### src/common/icache_pkg.sv
package icache_pkg;

  // ----------------------------------------
  // Cache geometry
  // ----------------------------------------

  // Fetch address width
  localparam int ADDR_BITS = 32;

  // One line is 16 bytes
  localparam int LINE_BITS = 128;

  // Tag from address bits 31..8
  localparam int TAG_BITS = 24;

  // Set index from address bits 7..4
  localparam int INDEX_BITS = 4;

  // 16 sets of 8 ways, 2 KB in total
  localparam int SETS = 16;
  localparam int WAYS = 8;

  // Width of a way number
  localparam int WAY_BITS = 3;

  // ----------------------------------------
  // State encodings
  // ----------------------------------------

  // Access stage
  typedef enum logic [1:0] {
    access_idle,
    access_lookup,
    access_refill_wait
  } access_state_e;

  // Refill engine
  typedef enum logic [1:0] {
    refill_idle,
    refill_request,
    refill_response
  } refill_state_e;

endpackage

### src/icache/cache_refill.sv
`timescale 1ns/1ns

module cache_refill (
  input  logic                              clock,
  input  logic                              reset,
  // Miss from the access stage
  input  logic                              miss_i,
  input  logic [icache_pkg::ADDR_BITS-1:0]  miss_addr_i,
  // Memory request, line aligned
  output logic                              mem_req_valid_o,
  input  logic                              mem_req_ready_i,
  output logic [icache_pkg::ADDR_BITS-1:0]  mem_req_addr_o,
  // Memory response, always accepted
  input  logic                              mem_resp_valid_i,
  input  logic [icache_pkg::LINE_BITS-1:0]  mem_resp_data_i,
  // Victim way lookup
  output logic [icache_pkg::INDEX_BITS-1:0] victim_index_o,
  input  logic [icache_pkg::WAY_BITS-1:0]   victim_way_i,
  output logic                              advance_o,
  // Line write into the arrays
  output logic                              fill_en_o,
  output logic [icache_pkg::INDEX_BITS-1:0] fill_index_o,
  output logic [icache_pkg::WAY_BITS-1:0]   fill_way_o,
  output logic [icache_pkg::TAG_BITS-1:0]   fill_tag_o,
  output logic [icache_pkg::LINE_BITS-1:0]  fill_data_o
);

  icache_pkg::refill_state_e state_q;
  icache_pkg::refill_state_e state_d;

  // Latched miss line, offset bits dropped
  logic [icache_pkg::TAG_BITS-1:0]   tag_q;
  logic [icache_pkg::INDEX_BITS-1:0] index_q;

  logic miss_take;
  logic req_fire;

  // Only one outstanding miss
  assign miss_take = (state_q == icache_pkg::refill_idle) && miss_i;
  assign req_fire  = mem_req_valid_o && mem_req_ready_i;

  // ----------------------------------------
  // Miss address
  // ----------------------------------------

  always_ff @(posedge clock) begin
    if (miss_take) begin
      tag_q   <= miss_addr_i[icache_pkg::ADDR_BITS-1 -: icache_pkg::TAG_BITS];
      index_q <= miss_addr_i[icache_pkg::ADDR_BITS-icache_pkg::TAG_BITS-1 -:
                             icache_pkg::INDEX_BITS];
    end
  end

  // ----------------------------------------
  // Refill FSM
  // ----------------------------------------

  always_ff @(posedge clock) begin
    if (reset) begin
      state_q <= icache_pkg::refill_idle;
    end else begin
      state_q <= state_d;
    end
  end

  always_comb begin
    state_d = state_q;
    case (state_q)
      icache_pkg::refill_idle: begin
        if (miss_take) begin
          state_d = icache_pkg::refill_request;
        end
      end
      icache_pkg::refill_request: begin
        // Hold the request until memory takes it
        if (req_fire) begin
          state_d = icache_pkg::refill_response;
        end
      end
      icache_pkg::refill_response: begin
        // Line arrives and is written in the same cycle
        if (mem_resp_valid_i) begin
          state_d = icache_pkg::refill_idle;
        end
      end
      default: state_d = icache_pkg::refill_idle;
    endcase
  end

  // ----------------------------------------
  // Outputs
  // ----------------------------------------

  // Line aligned memory address
  assign mem_req_valid_o = (state_q == icache_pkg::refill_request);
  assign mem_req_addr_o  = {tag_q, index_q,
                            {(icache_pkg::ADDR_BITS-icache_pkg::TAG_BITS-
                              icache_pkg::INDEX_BITS){1'b0}}};

  // Pointer of the missed set names the victim
  assign victim_index_o = index_q;

  // One cycle write, pointer moves on with it
  assign fill_en_o    = (state_q == icache_pkg::refill_response) && mem_resp_valid_i;
  assign advance_o    = fill_en_o;
  assign fill_index_o = index_q;
  assign fill_way_o   = victim_way_i;
  assign fill_tag_o   = tag_q;
  assign fill_data_o  = mem_resp_data_i;

endmodule

### config.mk
export PLATFORM = sky130hd
export DESIGN_NAME = cache_refill
export DESIGN_NICKNAME = d
export VERILOG_FILES = /design/src/common/icache_pkg.sv /design/src/icache/cache_refill.sv
export SDC_FILE = /design/constraint.sdc
export NUM_CORES = 1
export LEC_CHECK = 0
export BUFFER_PORTS_ARGS = -buffer_cell sky130_fd_sc_hd__buf_2
export CELL_PAD_IN_SITES_DETAIL_PLACEMENT = 0
export CELL_PAD_IN_SITES_GLOBAL_PLACEMENT = 1
export CORE_AREA = 3 3 141 143
export DETAILED_ROUTE_END_ITERATION = 10
export DIE_AREA = 0 0 144 146
export GPL_TIMING_DRIVEN = 0
export PLACE_DENSITY_LB_ADDON = 0.15
export SYNTH_ARGS = -nofsm -noshare
export SYNTH_HDL_FRONTEND = slang
export SYNTH_SLANG_ARGS = --single-unit
export TNS_END_PERCENT = 5
### constraint.sdc
create_clock -name clock -period 2.7 [get_ports clock]
set_input_delay 0 -clock clock [delete_from_list [all_inputs] [get_ports clock]]
set_output_delay 0 -clock clock [all_outputs]
set_load 0.01 [all_outputs]
# Yosys cells after proc, flatten, opt, wreduce, memory -nomap -nowiden
# Cells that the tools add are included.
dict set report word_totals {
  register_bits 30
  wordCells 17
  output_inout_bits 198
}
dict set report op_classes {
  eq_ne 5
  mux 4
  n_reduce_logical 5
}
# op n
set op_table {}
lappend op_table {{2-bit 2-to-1 mux} 3}
lappend op_table {{2-bit case mux with 3 select lines} 1}
lappend op_table {{2-bit inequality test, second input constant} 2}
lappend op_table {{1-bit logical AND} 3}
lappend op_table {{3-bit AND reduction} 1}
lappend op_table {{2-bit by 1-bit == test with 1-bit output, second input constant} 1}
lappend op_table {{2-bit == test, second input constant} 1}
lappend op_table {{2-bit zero test} 1}
lappend op_table {{2-bit by 1-bit inequality test with 1-bit output, second input constant} 1}

# Longest topological paths before layout
dict set report logic_depth {
  depth_word 4
  mapped_depth 2
  mapped_depth_nobuf 2
}

# Worst setup path after synthesis
# Ideal clock, no wire load.
dict set report synth_path {
  path_type {register to register}
  startpoint {register state_q[0]}
  endpoint {register index_q (netlist bit fill_index_o[0]) (enable)}
  path_stages_with_launch 2
  n_path_buf 0
  t_required_ns 2.246
  setup_time_ns 0.454
  path_slack_ns -0.198
  arrival_ns 2.444
  cell_sequence {dfxtp_1 nor3b_1}
}
dict set report synth_between {
  elab_chain_cells 2
}
# element line
set synth_lines {}
lappend synth_lines {{from (decl)} cache_refill.sv:28} ;# icache_pkg::refill_state_e state_q;
lappend synth_lines {{from (signal assigned)} cache_refill.sv:60} ;# state_q <= icache_pkg::refill_idle;
lappend synth_lines {{from (signal assigned)} cache_refill.sv:62} ;# state_q <= state_d;
lappend synth_lines {{2-bit zero test} cache_refill.sv:39} ;# assign miss_take = (state_q == icache_pkg::refill_idle) && miss_i;
lappend synth_lines {{1-bit logical AND} cache_refill.sv:39}
lappend synth_lines {{via miss_take} cache_refill.sv:35} ;# logic miss_take;
lappend synth_lines {{to (signal assigned)} cache_refill.sv:49} ;# index_q <= miss_addr_i[icache_pkg::ADDR_BITS-icache_pkg::TAG_BITS-1 -:
lappend synth_lines {{to (decl)} cache_refill.sv:33} ;# logic [icache_pkg::INDEX_BITS-1:0] index_q;
# The timed path passes the listed nets, and every way through them passes these cells.
# A chain may end at the register's enable or synchronous reset.

# Final worst setup path
dict set report layout_path {
  startpoint {register state_q[1]}
  endpoint {register tag_q (netlist bit fill_tag_o[22]) (enable)}
}
dict set report layout_between {
  elab_chain_cells 2
}
# element line
set layout_lines {}
lappend layout_lines {{2-bit zero test} cache_refill.sv:39}
lappend layout_lines {{1-bit logical AND} cache_refill.sv:39}
lappend layout_lines {{via miss_take} cache_refill.sv:35}
lappend layout_lines {{to (signal assigned)} cache_refill.sv:48} ;# tag_q <= miss_addr_i[icache_pkg::ADDR_BITS-1 -: icache_pkg::TAG_BITS];
lappend layout_lines {{to (decl)} cache_refill.sv:32} ;# logic [icache_pkg::TAG_BITS-1:0] tag_q;
# The timed path passes the listed nets, and every way through them passes these cells.

==> impl_metrics.py <==
metrics = {
    "final_layout": {
        "register_area_um2": 881,
        "postLayoutCoreUtil_pct": 22.1,
        "nFillCells": 2105,
        "final_nets": 643,
        "syn2layout_area_growth_pct": 87.1,
        "n_antenna_cell": 0,
        "multiInputGateArea_um2": 87.6,
        "design_area_mm2": 0.00413,
        "drive_gt1_share_pct": 84.9,
        "stdcell_count": 710,
    },
    "floorplanning": {
        "die_w_um": 144,
        "pin_count": 366,
        "initial_core_util_pct": 11.8,
        "core_mm2": 0.0187,
        "dieArea_mm2": 0.0210,
        "rows": 50,
        "die_y_um": 146,
    },
    "sta": {
        "min_period_ps": 1640,
        "max_freq_mhz": 608,
        "layout_worst_path_cycle_share_pct": 60.9,
        "setup_viol": 0,
        "slew_headroom_pct": 43.0,
        "tightest_slew_ps": 855,
        "skew_ps": 6.61,
        "drv_slew": 0,
        "rsz0062_at_grt": "false",
        "hold_viol": 0,
    },
    "worst_setup_path": {
        "worst_r2r_path_depth": 2,
        "rr_endpoint": "fill_tag_o[22]",
        "path_max_fanout": 16,
        "worstPathArrival_ps": 1620,
        "end_kind": "register",
        "cp-start-kind": "register",
        "required_ps": 2680,
        "crit_type": "reg -> reg",
        "r2r-start": "state_q[1]",
        "rrSetupSlack_ps": 1060,
    },
    "yosys": {
        "avgSynthCellArea_um2": 10.7,
        "seq_area_frac_synth_pct": 39.9,
        "ys_types": 12,
        "synth_top_cell_area_share_pct": 57.1,
        "synthXorXnorAreaFrac_pct": 0,
        "synthArstFlopShare_pct": 0,
        "synth_compound_area_share_pct": 0.680,
        "synth_edf_count": 28,
        "synthSimpleGateAreaFrac_pct": 2.10,
        "synth_area_mm2": 0.00221,
        "netlist_top_cells_count": "168 x buf_4, 28 x edfxtp_1, 2 x dfxtp_1",
        "synthAdderAreaFrac_pct": 0,
        "muxShareOfSynthArea_pct": 0,
        "ys_ff_latch": 30,
        "syn_inst": 207,
        "yosysWarnings": 0,
        "ys_top_cells_by_area": "buf_4 57%, edfxtp_1 38%, dfxtp_1 1.8%",
        "synth_top_family_by_area": "buffers and inverters",
        "synth_top_area_cell": "buf_4",
        "synth-main-ff-cell": "edfxtp_1",
        "synth_most_common_cell": "buf_4",
    },
    "power_and_ir_drop": {
        "total_power_mw": 1.63,
        "p_sw_uw": 426,
        "p_comb_share_pct": 32.5,
        "power.density_mw_per_mm2": 395,
        "p_sw_share_pct": 26.1,
        "leakagePower_nw": 2.24,
        "p_clk_share_pct": 32.6,
        "p_int_mw": 1.21,
        "pwr-share-seq_pct": 34.9,
        "irDropWorstVdd_uv": 248,
    },
    "global_route": {
        "grt_overflow": 0,
        "grt_first_pass_wirelength_um": 10600,
        "grt_pass1_vias": 2053,
        "track_usage_pct": 6.56,
        "antenna_found_initial": 0,
        "grt_start_max_net_pins": 17,
    },
    "cts": {
        "clockBufferDepth": 2,
        "cts_resized": 0,
        "clock_latency_ps": 280,
        "cts_tree": "built",
        "h-tree-depth": 2,
        "clock-sinks": 30,
        "clkSlewWorstSetupHoldPaths_ps": 50,
        "cts_root_buf": "clkbuf_16",
        "cts_made_buffers": 5,
    },
    "routing": {
        "drc": 0,
        "vias": 2121,
        "drt_pass1_iterations": 4,
        "drt_first_iter_violations": 25,
        "wl_um": 8060,
        "wl_per_cell_um": 11.4,
        "detail-route-antenna-nets": 0,
        "viasPerCell": 2.99,
    },
    "place": {
        "place.gp.congestion": 0.627,
        "hpwl_um": 7030,
        "postPlaceCellArea_mm2": 0.00368,
        "placed_cells": 671,
        "place.port_buffers": 226,
    },
    "min_path": {
        "min_from": "miss_i",
        "hold_end": "state_q[0]",
        "holdPathStages": 3,
        "hold_path_class": "in -> reg",
    },
    "status": {
        "outcome": "finished, final reports clean",
    },
    "job": {
        "cap_violations": 0,
    },
}
-- placed cells by master, fill, tap and decap left out, drive strengths merged, types with 2 or more instances in the layout --
| cell type | n |
|---|---|
| buf | 395 |
| clkbuf | 6 |
| clkinv | 2 |
| conb | 4 |
| dfxtp | 2 |
| dlygate4sd3 | 31 |
| edfxtp | 28 |
-- flip-flops by register name, indices dropped and copies added (netlist names) --
signal        cells
fill_tag_o       24
fill_index_o      4
state_q           2
-- critical path, cell delays in order, from the launching register on --
cell     delay (ps)
dfxtp_1         360
nor3b_4         750
buf_16          230
-- what timing repair did --
action	4_1_cts	5_1_grt
hold buffers	31	0
hold endpoints to repair	30	0
buffers inserted	0	0
endpoints found under the setup margin	0	0
-- cell type report --
cell class              instances  share of cell area (%)
repair buffers                258                    35.6
clock inverters                 2                   0.212
well taps                     234                    7.09
multi-input cells              12                    2.12
plain buffers                 168                    30.5
clock buffers                   6                    3.12
flip-flops and latches         30                    21.3
-- kinds of logic after synthesis --
| logic type | after synthesis |
|---|---|
| AOI/OAI and AO/OA | 2 |
| buffers and inverters | 168 |
| DFF | 30 |
| other | 1 |
| and+or+nand+nor | 6 |
-- metrics by stage --
| stage | TNS [ps] | hold slack [ps] | worst slack [ps] |
|---|---|---|---|
| after floorplan | 0 | 69.1 | 786 |
| after global routing | 0 | 17.2 | 938 |
| after CTS | 0 | 6.87 | 977 |
| after detailed placement | 0 | 178 | 995 |
| final | 0 | 20.1 | 1060 |
| after global placement | -1010 | 178 | -38.4 |
-- per-layer routing --
| layer | GRT usage (%) | wire [um] | part of all wire [%] |
|---|---|---|---|
| met3 | 1.84 | 1020 | 13 |
| met1 | 5.16 | 2300 | 29 |
| met5 | 0 | 0 | 0 |
| met2 | 14.2 | 4640 | 58 |
| met4 | 2.40 | 110 | 1.4 |
-- worst max-delay path by stage --
stage          slack [ps]               to        from
2_1_floorplan         790  fill_index_o[0]  state_q[1]
3_3_place_gp          -40   fill_tag_o[18]  state_q[1]
3_5_place_dp          990   fill_tag_o[19]  state_q[1]
4_1_cts               980    fill_tag_o[6]  state_q[1]
5_1_grt               940   fill_tag_o[18]  state_q[1]
6_report             1060   fill_tag_o[22]  state_q[1]
-- power groups by stage --
stage / sequential, mW / clock [mW] / combinational [mW]
floorplan: 0.590 / 0 / 0.284
global placement: 0.581 / 0 / 0.497
detailed placement: 0.579 / 0 / 0.505
CTS: 0.571 / 0.560 / 0.541
global route: 0.575 / 0.580 / 0.573
finish: 0.570 / 0.531 / 0.530
Note: power is estimated with default switching activity, not from simulation.
