## config.mk

```make
export PLATFORM = sky130hd
export DESIGN_NAME = victim_select
export DESIGN_NICKNAME = d
export VERILOG_FILES = /design/src/common/icache_pkg.sv /design/src/icache/victim_select.sv
export SDC_FILE = /design/constraint.sdc
export NUM_CORES = 1
export LEC_CHECK = 0
export BUFFER_PORTS_ARGS = -buffer_cell sky130_fd_sc_hd__buf_2
export CORE_ASPECT_RATIO = 1.5
export CORE_UTILIZATION = 28
export DETAILED_ROUTE_END_ITERATION = 12
export GPL_ROUTABILITY_DRIVEN = 0
export GPL_TIMING_DRIVEN = 0
export MAX_ROUTING_LAYER = met4
export PLACE_DENSITY = 0.53
export RECOVER_POWER = 100
export SLEW_MARGIN = 5
export SYNTH_ARGS = -nofsm -noshare
export SYNTH_HDL_FRONTEND = slang
export SYNTH_SLANG_ARGS = --single-unit
```

## constraint.sdc

```tcl
create_clock -name clock -period 2.8 [get_ports clock]
set_input_delay 0.56 -clock clock [delete_from_list [all_inputs] [get_ports clock]]
set_output_delay 0.56 -clock clock [all_outputs]
set_load 0.01 [all_outputs]
```

## src/common/icache_pkg.sv

```systemverilog
package icache_pkg;

  // ----------------------------------------
  // Cache geometry
  // ----------------------------------------

  // Fetch address width
  localparam int ADDR_BITS = 32;

  // One line is 16 bytes
  localparam int LINE_BITS = 128;

  // Tag from address bits 31..8
  localparam int TAG_BITS = 24;

  // Set index from address bits 7..4
  localparam int INDEX_BITS = 4;

  // 16 sets of 8 ways, 2 KB in total
  localparam int SETS = 16;
  localparam int WAYS = 8;

  // Width of a way number
  localparam int WAY_BITS = 3;

  // ----------------------------------------
  // State encodings
  // ----------------------------------------

  // Access stage
  typedef enum logic [1:0] {
    access_idle,
    access_lookup,
    access_refill_wait
  } access_state_e;

  // Refill engine
  typedef enum logic [1:0] {
    refill_idle,
    refill_request,
    refill_response
  } refill_state_e;

endpackage

```

## src/icache/victim_select.sv

```systemverilog
`timescale 1ns/1ns

module victim_select (
  input  logic                              clock,
  input  logic                              reset,
  // Set being refilled
  input  logic [icache_pkg::INDEX_BITS-1:0] index_i,
  // Step the pointer after a fill
  input  logic                              advance_i,
  // Way to replace next
  output logic [icache_pkg::WAY_BITS-1:0]   way_o
);

  // ----------------------------------------
  // Round-robin pointers
  // ----------------------------------------

  // One pointer per set
  logic [icache_pkg::WAY_BITS-1:0] ptr_q [icache_pkg::SETS];

  always_ff @(posedge clock) begin
    if (reset) begin
      for (int s = 0; s < icache_pkg::SETS; s++) begin
        ptr_q[s] <= '0;
      end
    end else if (advance_i) begin
      // Wrap after the last way
      if (ptr_q[index_i] == icache_pkg::WAY_BITS'(icache_pkg::WAYS - 1)) begin
        ptr_q[index_i] <= '0;
      end else begin
        ptr_q[index_i] <= ptr_q[index_i] + 1'b1;
      end
    end
  end

  // Current pointer of the named set
  assign way_o = ptr_q[index_i];

endmodule

```

* After elaboration in Yosys (flattened, before gate mapping) *
Memory sizes are Yosys's and may differ from the RTL's.
Index checks and enable logic that the tools add are counted.

word-level totals
  logic and storage cells = 19
  bits in writable memories = 48
  bits in registers = 0
  memories kept = 1
  output and inout port bits = 3
  bits of input ports = 7

operators by class
  mux-type cells = 14
  bitwise logic cells = 1
  add/subtract/negate cells = 1
  reductions and logical operators = 1
  eq/ne operators = 1

memories
  name   depth  bits a word  read ports  clocked after Yosys merged registers in  wr ports  RTL line             text
  ptr_q  16     3            1           0                                        16        victim_select.sv:19  logic [icache_pkg::WAY_BITS-1:0] ptr_q [icache_pkg::SETS];

operators with widths
  operator               count
  $mux W1                11
  $mux W3                2
  $mux W4                1
  $add A3 B1 Y3 const B  1
  $eq A3 B3 Y1 const B   1
  $reduce_or A3 Y1       1
  $or A1 B1 Y1           1

* Depth between registers and ports, before layout *
Gate-level depths: netlist of run 1.
An unclocked memory read counts as a cell.

  word-level depth = 9
  depth in mapped cells = 11
  mapped depth without buffers = 8

* Least setup slack after synthesis of run 1 *
OpenSTA, ideal clock, no wires.

  path kind = input to register
  from = input index_i[0] in the netlist's numbering
  to = memory ptr_q[10][2] in the netlist's numbering (data pin)
  path buffers = 3
  data required time = 2,535 ps
  setup time = 265 ps
  arrival = 2,693 ps
  stages = 10
  slack = -158 ps
  cells stage by stage = buf_6 mux4_2 a22oi_1 nand3_1 ha_1 ha_1 nand4bb_1 clkbuf_1 clkbuf_1 nor2_1

RTL lines
  element             RTL line             text
  start: declaration  victim_select.sv:7   input logic [icache_pkg::INDEX_BITS-1:0] index_i,
  end: declaration    victim_select.sv:19

==> impl_metrics.env, run 1 <==
export IMPL_core_region_area_um2=8410
export IMPL_ys_flop_type="edfxtp_1"
export IMPL_setup_tns_final_ns=0
export IMPL_dp_hpwl_mm=3.86
export IMPL_root_buffer="clkbuf_16"
export IMPL_hold_viol=0
export IMPL_slew_headroom=0.545
export IMPL_power_density_nw_per_um2=561
export IMPL_grt_max_degree=13
export IMPL_hold_path_class="primary input to flop"
export IMPL_start_util=0.290
export IMPL_largest_reg_flops=48
export IMPL_outcome="finished clean"
export IMPL_crit_path_start_kind="primary input"
export IMPL_yosys_cell_types_count=23
export IMPL_io_pins=10
export IMPL_avgSynthCellArea_um2=13.4
export IMPL_placed_cell_area_um2=2610
export IMPL_fin_util=0.324
export IMPL_die_w_um=78.3
export IMPL_finClkSkew_ns=0.00179
export IMPL_netlist_area_um2=2440
export IMPL_finalSetupViolCount=0
export IMPL_finalInstanceArea_um2=2730
export IMPL_yosys_warnings=0
export IMPL_cp_required_ns=2.95
export IMPL_cts_tree="done"
export IMPL_layout_common_cells="50 x nor2_1, 48 x edfxtp_1, 18 x nand2b_1"
export IMPL_vias=1412
export IMPL_die_area_um2=9110
export IMPL_syn_inst=182
export IMPL_grt_setup_unrepaired="false"
export IMPL_drive_gt1_frac=0.181
export IMPL_hold_buffers=0
export IMPL_grt_pass1_wl_mm=8.08
export IMPL_power_leakage_nw=0.925
export IMPL_crit_arrival_ns=2.82
export IMPL_grt_overflow=0
export IMPL_ant_nets=0
export IMPL_crit_fanout=10
export IMPL_drv_slew=0
export IMPL_syn_nets=191
export IMPL_grt_antenna_before_repair=0
export IMPL_synth_edff_count=48
export IMPL_ir_drop_mv=0.235
export IMPL_syn_to_final_growth_pct=11.7
export IMPL_ys_ff_latch=48
export IMPL_vias_per_cell=4.71
export IMPL_clkTransAtPathRegs_ns=0.06
export IMPL_rows=41
export IMPL_layout_nets=204
export IMPL_cts_buffer_depth=2
export IMPL_async_flop_share=0
export IMPL_holdWs_ns=0.842
export IMPL_period_share=0.955
export IMPL_drv_cap=0
export IMPL_clkSinkCount=48
export IMPL_worst_pin_slew_ns=0.673
export IMPL_wirelength_mm=5.15
export IMPL_drt_iter0_drc=103
export IMPL_cts_made_buffers=5
export IMPL_reg_top3="ptr_q: 48 flops"
export IMPL_endpoint_kind="flop"
export IMPL_clk_latency_ns=0.29
export IMPL_firstDrtPassIters=4
export IMPL_worstSetupPathType="primary input to flop"
export IMPL_fmax_mhz=374
export IMPL_dieHeight_um=116
export IMPL_portBuffers=5
export IMPL_layout_commonest_cell="nor2_1"
export IMPL_synth_yosys_seq_area_share=0.590
export IMPL_h_tree_depth=2
export IMPL_antennaDiodeCount=0
export IMPL_drc=0
export IMPL_grt_pass1_vias=1544
export IMPL_grt_usage=0.130
export IMPL_min_period_ns=2.67
export IMPL_routedWlPerCell_um=17.2
export IMPL_top_register="ptr_q"
[cells in the mapped netlist (2+ instances only)]
| cell type | instances | area share |
|---|---|---|
| and4bb_2 | 2 | 0.010 |
| mux4_2 | 7 | 0.065 |
| nand2b_1 | 17 | 0.044 |
| nor2_1 | 50 | 0.077 |
| nand2_1 | 15 | 0.023 |
| nand3_1 | 10 | 0.020 |
| mux4_1 | 5 | 0.054 |
| edfxtp_1 | 48 | 0.59 |
| clkbuf_1 | 5 | 0.0077 |
| nor2b_1 | 2 | 0.0051 |
| buf_6 | 3 | 0.014 |
| nand2b_4 | 3 | 0.017 |
| clkbuf_8 | 2 | 0.011 |
| a22oi_1 | 3 | 0.0092 |
| ha_1 | 2 | 0.010 |
[timing repair]
item                                    CTS  global route
endpoints found under the hold margin     0             0
pin swaps                                 1             0
endpoints found under the setup margin   20            10
buffers inserted                          2             0
resized for setup                         1             3
[per-layer routing]
metal / vias up / share of wire / track usage
met5: - / 0 / -
met4: 0 / 0.031 / 0.0914
met3: 8 / 0.023 / 0.0188
met2: 23 / 0.56 / 0.235
met1: 700 / 0.39 / 0.126
li1: 681 / - / -
[power breakdown]
group	switching (mW)	total, mW	internal, mW
clock	0.229	0.545	0.315
combinational	0.0931	0.163	0.0700
sequential	0.00745	0.823	0.816
[final timing paths]
path | from | cells past startpoint | slack, ns | endpoint
min reg2reg | ptr_q[5][0] | 3 | 0.92 | ptr_q[5][0]
max | index_i[0] | 9 | 0.13 | ptr_q[7][2]
min | advance_i | 3 | 0.84 | ptr_q[0][2]
max reg2reg | ptr_q[2][0] | 8 | 0.21 | ptr_q[7][2]
[cell type report]
type / instances / area [um^2]
fill: 875 / 5690
sequential: 48 / 1440
multi-input combinational: 123 / 883
tap: 107 / 134
clock buffer: 5 / 125
buffer: 10 / 109
timing repair buffer: 7 / 35.0
[logic make-up (layout without fill, tap and decap cells)]
| logic type | after synthesis | after routing | synth area share |
|---|---|---|---|
| buf+inv | 11 | 22 | 0.0410 |
| mux | 12 | 12 | 0.118 |
| flops | 48 | 48 | 0.590 |
| compound gates | 3 | 3 | 0.00922 |
| fa+ha+maj | 2 | 2 | 0.0102 |
| simple gates | 106 | 106 | 0.231 |
[per-stage QoR]
| step | std cells | power, mW | worst slack [ns] |
|---|---|---|---|
| 2_1_floorplan | 182 | 0.956 | 0.00834 |
| 3_3_place_gp | 294 | 1.00 | -0.438 |
| 3_5_place_dp | 294 | 1.01 | -0.448 |
| 4_1_cts | 300 | 1.55 | 0.0127 |
| 5_1_grt | 300 | 1.58 | 0.00412 |
| 6_report | 300 | 1.53 | 0.126 |
[worst max-delay path, cell delays in order]
cell and delay [ns]:
buf_12 0.13, mux4_2 0.54, a22oi_1 0.21, nand3_1 0.18
ha_2 0.22, ha_2 0.32, nand4bb_2 0.26, buf_4 0.28
nor2_1 0.10
Power figures use the tool's default switching activity.
==> inputs of run 2 (changes only) <==
--- a/config.mk
+++ b/config.mk
@@ -7,12 +7,12 @@
 export LEC_CHECK = 0
 export BUFFER_PORTS_ARGS = -buffer_cell sky130_fd_sc_hd__buf_2
 export CORE_ASPECT_RATIO = 1.5
-export CORE_UTILIZATION = 28
+export CORE_UTILIZATION = 55
 export DETAILED_ROUTE_END_ITERATION = 12
 export GPL_ROUTABILITY_DRIVEN = 0
 export GPL_TIMING_DRIVEN = 0
 export MAX_ROUTING_LAYER = met4
-export PLACE_DENSITY = 0.53
+export PLACE_DENSITY = 0.84
 export RECOVER_POWER = 100
 export SLEW_MARGIN = 5
 export SYNTH_ARGS = -nofsm -noshare
==> run 2 against run 1 <==
Against the previous run:
- non-clock buffer count grew 1
- clock power fell by 28%
- critical endpoint is now ptr_q[13][2]
- critical path depth up 1
- clock-buffer cell count up 2
- design area is 4.7% lower
- critical path type unchanged
- wire length is 8.3% lower
- highest routed layer unchanged
==> impl_metrics.env, run 2 (same netlist as run 1, synthesis figures left out) <==
export IMPL_outcome="finished clean"
export IMPL_core_region_area_um2=4250
export IMPL_grt_usage=0.225
export IMPL_layout_nets=205
export IMPL_layout_commonest_cell="nor2_1"
export IMPL_die_area_um2=4720
export IMPL_drt_iter0_drc=77
export IMPL_rows=29
export IMPL_crit_arrival_ns=2.79
export IMPL_drive_gt1_frac=0.178
export IMPL_multi_input_area_um2=880
export IMPL_setup_ws_ns=0.149
export IMPL_power_leakage_nw=0.897
export IMPL_holdWs_ns=0.820
export IMPL_crit_path_start_kind="primary input"
export IMPL_drv_cap=0
export IMPL_reg2reg_from="ptr_q[7][1]"
export IMPL_regArea_um2=1440
export IMPL_worst_pin_slew_ns=0.680
export IMPL_critPathTopFamily="buffers and inverters"
export IMPL_root_buffer="clkbuf_8"
export IMPL_cpMaxStageDelayCell="mux4_2"
export IMPL_ir_drop_mv=0.348
export IMPL_cp_required_ns=2.94
export IMPL_finalInstanceArea_um2=2600
export IMPL_hold_viol=0
export IMPL_whs_path_depth=3
export IMPL_clk_latency_ns=0.30
export IMPL_comb_power_share=0.114
export IMPL_path_buf_inv=3
export IMPL_die_w_um=56.4
export IMPL_wirelength_mm=4.72
export IMPL_finClkSkew_ns=0.00631
export IMPL_ant_nets=0
export IMPL_power_density_nw_per_um2=527
export IMPL_drv_slew=0
export IMPL_h_tree_depth=2
export IMPL_grt_setup_unrepaired="false"
export IMPL_drc=0
export IMPL_layout_common_cells="50 x nor2_1, 48 x edfxtp_1, 17 x nand2b_1"
export IMPL_grt_pass1_vias=1507
export IMPL_finalSetupViolCount=0
export IMPL_pre_cts_slack_ns=-0.307
export IMPL_dieHeight_um=83.6
export IMPL_p_clk_frac=0.285
export IMPL_switchingPower_uw=314
export IMPL_num_fill_cells=351
export IMPL_largest_reg_flops=48
export IMPL_timing_rr_end="ptr_q[13][2]"
export IMPL_routedWlPerCell_um=19.4
export IMPL_grt_pass1_wl_mm=7.47
export IMPL_endpoint_kind="flop"
export IMPL_share_seq_of_total_power=0.601
export IMPL_min_from="advance_i"
export IMPL_critPathMaxStageDelay_ns=0.32
export IMPL_clkSinkCount=48
export IMPL_period_share=0.947
export IMPL_start_util=0.575
export IMPL_clkTransAtPathRegs_ns=0.08
export IMPL_crit_path_cell_trace="clkbuf_8 -> clkbuf_8 -> mux4_2 -> a22oi_1 -> nand3_2 -> ha_2 -> ha_2 -> nand4bb_2 -> clkbuf_2 -> nor2_1"
export IMPL_placed_cell_area_um2=2540
export IMPL_vias_per_cell=5.96
export IMPL_fmax_mhz=377
export IMPL_p_total_mw=1.37
export IMPL_reg_top3="ptr_q: 48 flops"
export IMPL_hold_path_class="primary input to flop"
export IMPL_portBuffers=5
export IMPL_syn_to_final_growth_pct=6.40
export IMPL_setup_tns_final_ns=0
export IMPL_crit_fanout=10
export IMPL_vias=1449
export IMPL_antennaDiodeCount=0
export IMPL_slew_headroom=0.540
export IMPL_firstDrtPassIters=4
export IMPL_hold_path_end="ptr_q[4][2]"
export IMPL_r2r_slack_ns=0.19
export IMPL_cts_made_buffers=5
export IMPL_grt_max_degree=14
export IMPL_io_pins=10
export IMPL_cts_buffer_depth=2
export IMPL_worstSetupPathType="primary input to flop"
export IMPL_grt_antenna_before_repair=0
export IMPL_dp_hpwl_mm=3.41
export IMPL_cts_tree="done"
export IMPL_top_register="ptr_q"
export IMPL_reg2reg_depth=8
export IMPL_power_internal_mw=1.06
export IMPL_min_period_ns=2.65
export IMPL_switching_share=0.229
export IMPL_grt_overflow=0
[run 2: changes by cell type in the layout (fill, tap and decap cells not counted), sizes merged]
cell    delta
buf        -3
clkinv     +1
clkbuf     +6
[run 2: layer usage]
metal  global-route usage  share of wire
met3               0.0403          0.037
met2                0.399           0.55
met4               0.0754          0.018
met1                0.252           0.39
met5                    -              0
[run 2: area by class of cell]
class,count,share of cell area
repair buffers,8,0.0130
flip-flops and latches,48,0.555
multi-input cells,123,0.338
clock buffers,7,0.0294
well taps,46,0.0221
clock inverters,1,0.00144
plain buffers,10,0.0409
[run 2: power groups by stage]
stage | Clock [mW] | Combinational [mW] | Sequential [mW]
CTS | 0.390 | 0.162 | 0.824
floorplan | 0 | 0.122 | 0.834
finish | 0.391 | 0.156 | 0.823
global placement | 0 | 0.156 | 0.839
detailed placement | 0 | 0.160 | 0.840
global route | 0.414 | 0.167 | 0.826
[run 2: worst max-delay path by stage]
| stage | depth (start not counted) | slack (ns) | endpoint | from |
|---|---|---|---|---|
| after floorplan | 10 | 0.008 | ptr_q[3][1] | index_i[0] |
| after global placement | 11 | -0.25 | ptr_q[14][2] | index_i[0] |
| after detailed placement | 11 | -0.31 | ptr_q[8][2] | index_i[1] |
| after CTS | 11 | 0.09 | ptr_q[2][1] | index_i[1] |
| after global routing | 11 | 0.04 | ptr_q[2][1] | index_i[1] |
| final | 10 | 0.15 | ptr_q[13][2] | index_i[1] |
[run 2: repair_timing]
item,4_1_cts,5_1_grt
hold buffers,0,0
endpoints found under the setup margin,1,10
setup buffers,0,3
gates resized for setup,1,0
pin swaps,0,1
[run 2: metrics by stage]
stage | instances | utilization
3_5_place_dp | 233 | 0.598
2_1_floorplan | 182 | -
3_3_place_gp | 233 | 0.598
4_1_cts | 240 | 0.617
5_1_grt | 243 | 0.612
6_report | 243 | 0.612
[run 2: worst min-delay path, delay by kind of cell]
| family | cells | cell delay [ns] |
|---|---|---|
| buffers and inverters | 1 | 0.14 |
| and+or+nand+nor | 2 | 0.26 |
==> inputs of run 3 (changes only) <==
--- a/config.mk
+++ b/config.mk
@@ -6,7 +6,7 @@
 export NUM_CORES = 1
 export LEC_CHECK = 0
 export BUFFER_PORTS_ARGS = -buffer_cell sky130_fd_sc_hd__buf_2
-export CORE_ASPECT_RATIO = 1.5
+export CORE_ASPECT_RATIO = 0.75
 export CORE_UTILIZATION = 55
 export DETAILED_ROUTE_END_ITERATION = 12
 export GPL_ROUTABILITY_DRIVEN = 0
==> run 3 against run 2 <==
Against the previous run:
- die area about the same
- final cell count increased by 2.5%
- first-iteration DRC count increased by 34%
- power decreased by 1.0%
- global-route usage increased by 2.2 points
- design area increased by 0.29%
- maximum frequency decreased by 1.9%
- non-clock buffer count decreased by 2
- critical path depth decreased by 1
- clock skew decreased by 0.0025 ns
- sequential power about the same
- clock power decreased by 4%
==> impl_metrics.env, run 3 (same netlist as run 1, synthesis figures left out) <==
export IMPL_critPathMaxStageDelay_ns=0.54
export IMPL_cpMaxStageDelayCell="mux4_2"
export IMPL_portBuffers=5
export IMPL_layout_nets=203
export IMPL_worst_path_stages=9
export IMPL_drv_slew=0
export IMPL_wirelength_mm=4.86
export IMPL_die_area_um2=4710
export IMPL_cts_tree="done"
export IMPL_core_region_area_um2=4150
export IMPL_crit_path_start_kind="primary input"
export IMPL_io_pins=10
export IMPL_min_period_ns=2.70
export IMPL_start_util=0.588
export IMPL_drv_cap=0
export IMPL_stdcell_count=249
export IMPL_dp_cells=242
export IMPL_grt_setup_unrepaired="false"
export IMPL_grt_overflow=0
export IMPL_drc=0
export IMPL_endpoint_kind="flop"
export IMPL_root_buffer="clkbuf_8"
export IMPL_period_share=0.965
export IMPL_drt_iter0_drc=103
export IMPL_dieHeight_um=59.7
export IMPL_grt_max_degree=14
export IMPL_routedWlPerCell_um=19.5
export IMPL_layout_commonest_cell="nor2_1"
export IMPL_antennaDiodeCount=0
export IMPL_drive_gt1_frac=0.180
export IMPL_reg2reg_from="ptr_q[2][1]"
export IMPL_clkSinkCount=48
export IMPL_top_register="ptr_q"
export IMPL_slew_headroom=0.563
export IMPL_clkTransAtPathRegs_ns=0.08
export IMPL_fin_util=0.627
export IMPL_grt_pass1_vias=1501
export IMPL_worst_pin_slew_ns=0.646
export IMPL_multi_input_area_um2=885
export IMPL_crit_arrival_ns=2.85
export IMPL_hold_viol=0
export IMPL_clk_latency_ns=0.30
export IMPL_h_tree_depth=2
export IMPL_power_leakage_nw=0.897
export IMPL_dp_hpwl_mm=3.65
export IMPL_grt_usage=0.247
export IMPL_crit_end="ptr_q[15][2]"
export IMPL_finClkSkew_ns=0.00378
export IMPL_largest_reg_flops=48
export IMPL_layout_common_cells="50 x nor2_1, 48 x edfxtp_1, 17 x nand2b_1"
export IMPL_grt_antenna_before_repair=0
export IMPL_num_fill_cells=333
export IMPL_finalSetupViolCount=0
export IMPL_timing_rr_end="ptr_q[15][2]"
export IMPL_grt_pass1_wl_mm=7.71
export IMPL_ir_drop_mv=0.317
export IMPL_firstDrtPassIters=4
export IMPL_worstSetupPathType="primary input to flop"
export IMPL_syn_to_final_growth_pct=6.71
export IMPL_crit_path_cell_trace="buf_12 -> mux4_2 -> a22oi_1 -> nand3_2 -> ha_2 -> ha_1 -> nand4bb_2 -> clkbuf_4 -> nor2_1"
export IMPL_cts_made_buffers=5
export IMPL_fmax_mhz=370
export IMPL_regArea_um2=1440
export IMPL_reg_top3="ptr_q: 48 flops"
export IMPL_vias=1476
export IMPL_vias_per_cell=5.93
export IMPL_crit_fanout=10
export IMPL_rows=20
export IMPL_startpoint="index_i[0]"
export IMPL_outcome="finished clean"
export IMPL_die_w_um=78.9
export IMPL_hold_path_class="primary input to flop"
export IMPL_path_buf_inv=2
export IMPL_cp_required_ns=2.95
export IMPL_reg2reg_depth=8
export IMPL_critPathTopFamily="simple AND/OR/NAND/NOR gates"
export IMPL_r2r_slack_ns=0.15
export IMPL_cts_buffer_depth=2
export IMPL_ant_nets=0
export IMPL_power_density_nw_per_um2=520
-- run 3: cell count changes in the layout (fill, tap and decap cells not counted), sizes merged --
cell	change
clkinv	+1
clkbuf	-4
-- run 3: cell type report --
type,count,area share
Multi-Input combinational cell,123,0.339
Timing Repair Buffer,6,0.0101
Clock buffer,5,0.0264
Tap cell,55,0.0264
Buffer,10,0.0418
Sequential cell,48,0.553
Clock inverter,2,0.00288
-- run 3: repair_timing --
action / CTS / global route
endpoints found under the setup margin: 3 / 20
resized for setup: 1 / 1
pin swaps: 0 / 1
buffers inserted: 0 / 1
hold buffers: 0 / 0
-- run 3: metrics by stage --
step	power, mW	setup TNS [ns]	hold WS (ns)	instance area (um^2)	setup WS [ns]
final	1.36	0	0.805	2610	0.0979
after global routing	1.40	0	0.825	2610	0.0255
after CTS	1.36	0	0.823	2630	0.0112
after detailed placement	1.00	-7.43	0.890	2550	-0.341
after global placement	0.992	-4.87	0.887	2550	-0.241
after floorplan	0.956	0	0.849	2450	0.00834
-- run 3: how the worst min path moves through the flow --
stage	from	end	slack, ns	depth (start not counted)
final	advance_i	ptr_q[1][2]	0.81	3
after global routing	advance_i	ptr_q[1][2]	0.83	3
after CTS	reset	ptr_q[14][2]	0.82	3
after detailed placement	ptr_q[10][0]	ptr_q[10][0]	0.89	3
after global placement	ptr_q[10][0]	ptr_q[11][0]	0.89	3
after floorplan	ptr_q[10][0]	ptr_q[10][0]	0.85	3
-- run 3: report_power, final --
| part | internal, mW | leakage [nW] | switching (mW) |
|---|---|---|---|
| registers | 0.815 | 0.496 | 0.00902 |
| logic | 0.0679 | 0.362 | 0.0900 |
| clock network | 0.165 | 0.0391 | 0.210 |
| total | 1.05 | 0.897 | 0.309 |
-- run 3: worst min-delay path, cell delays in order --
cell	delay, ns
buf_2	0.13
nand4bb_2	0.19
nor2_1	0.05
-- run 3: layer usage --
metal	wire (um)	track usage
met1	2060	0.301
met2	2490	0.420
met3	249	0.0489
met4	57	0.0883
met5	0	-
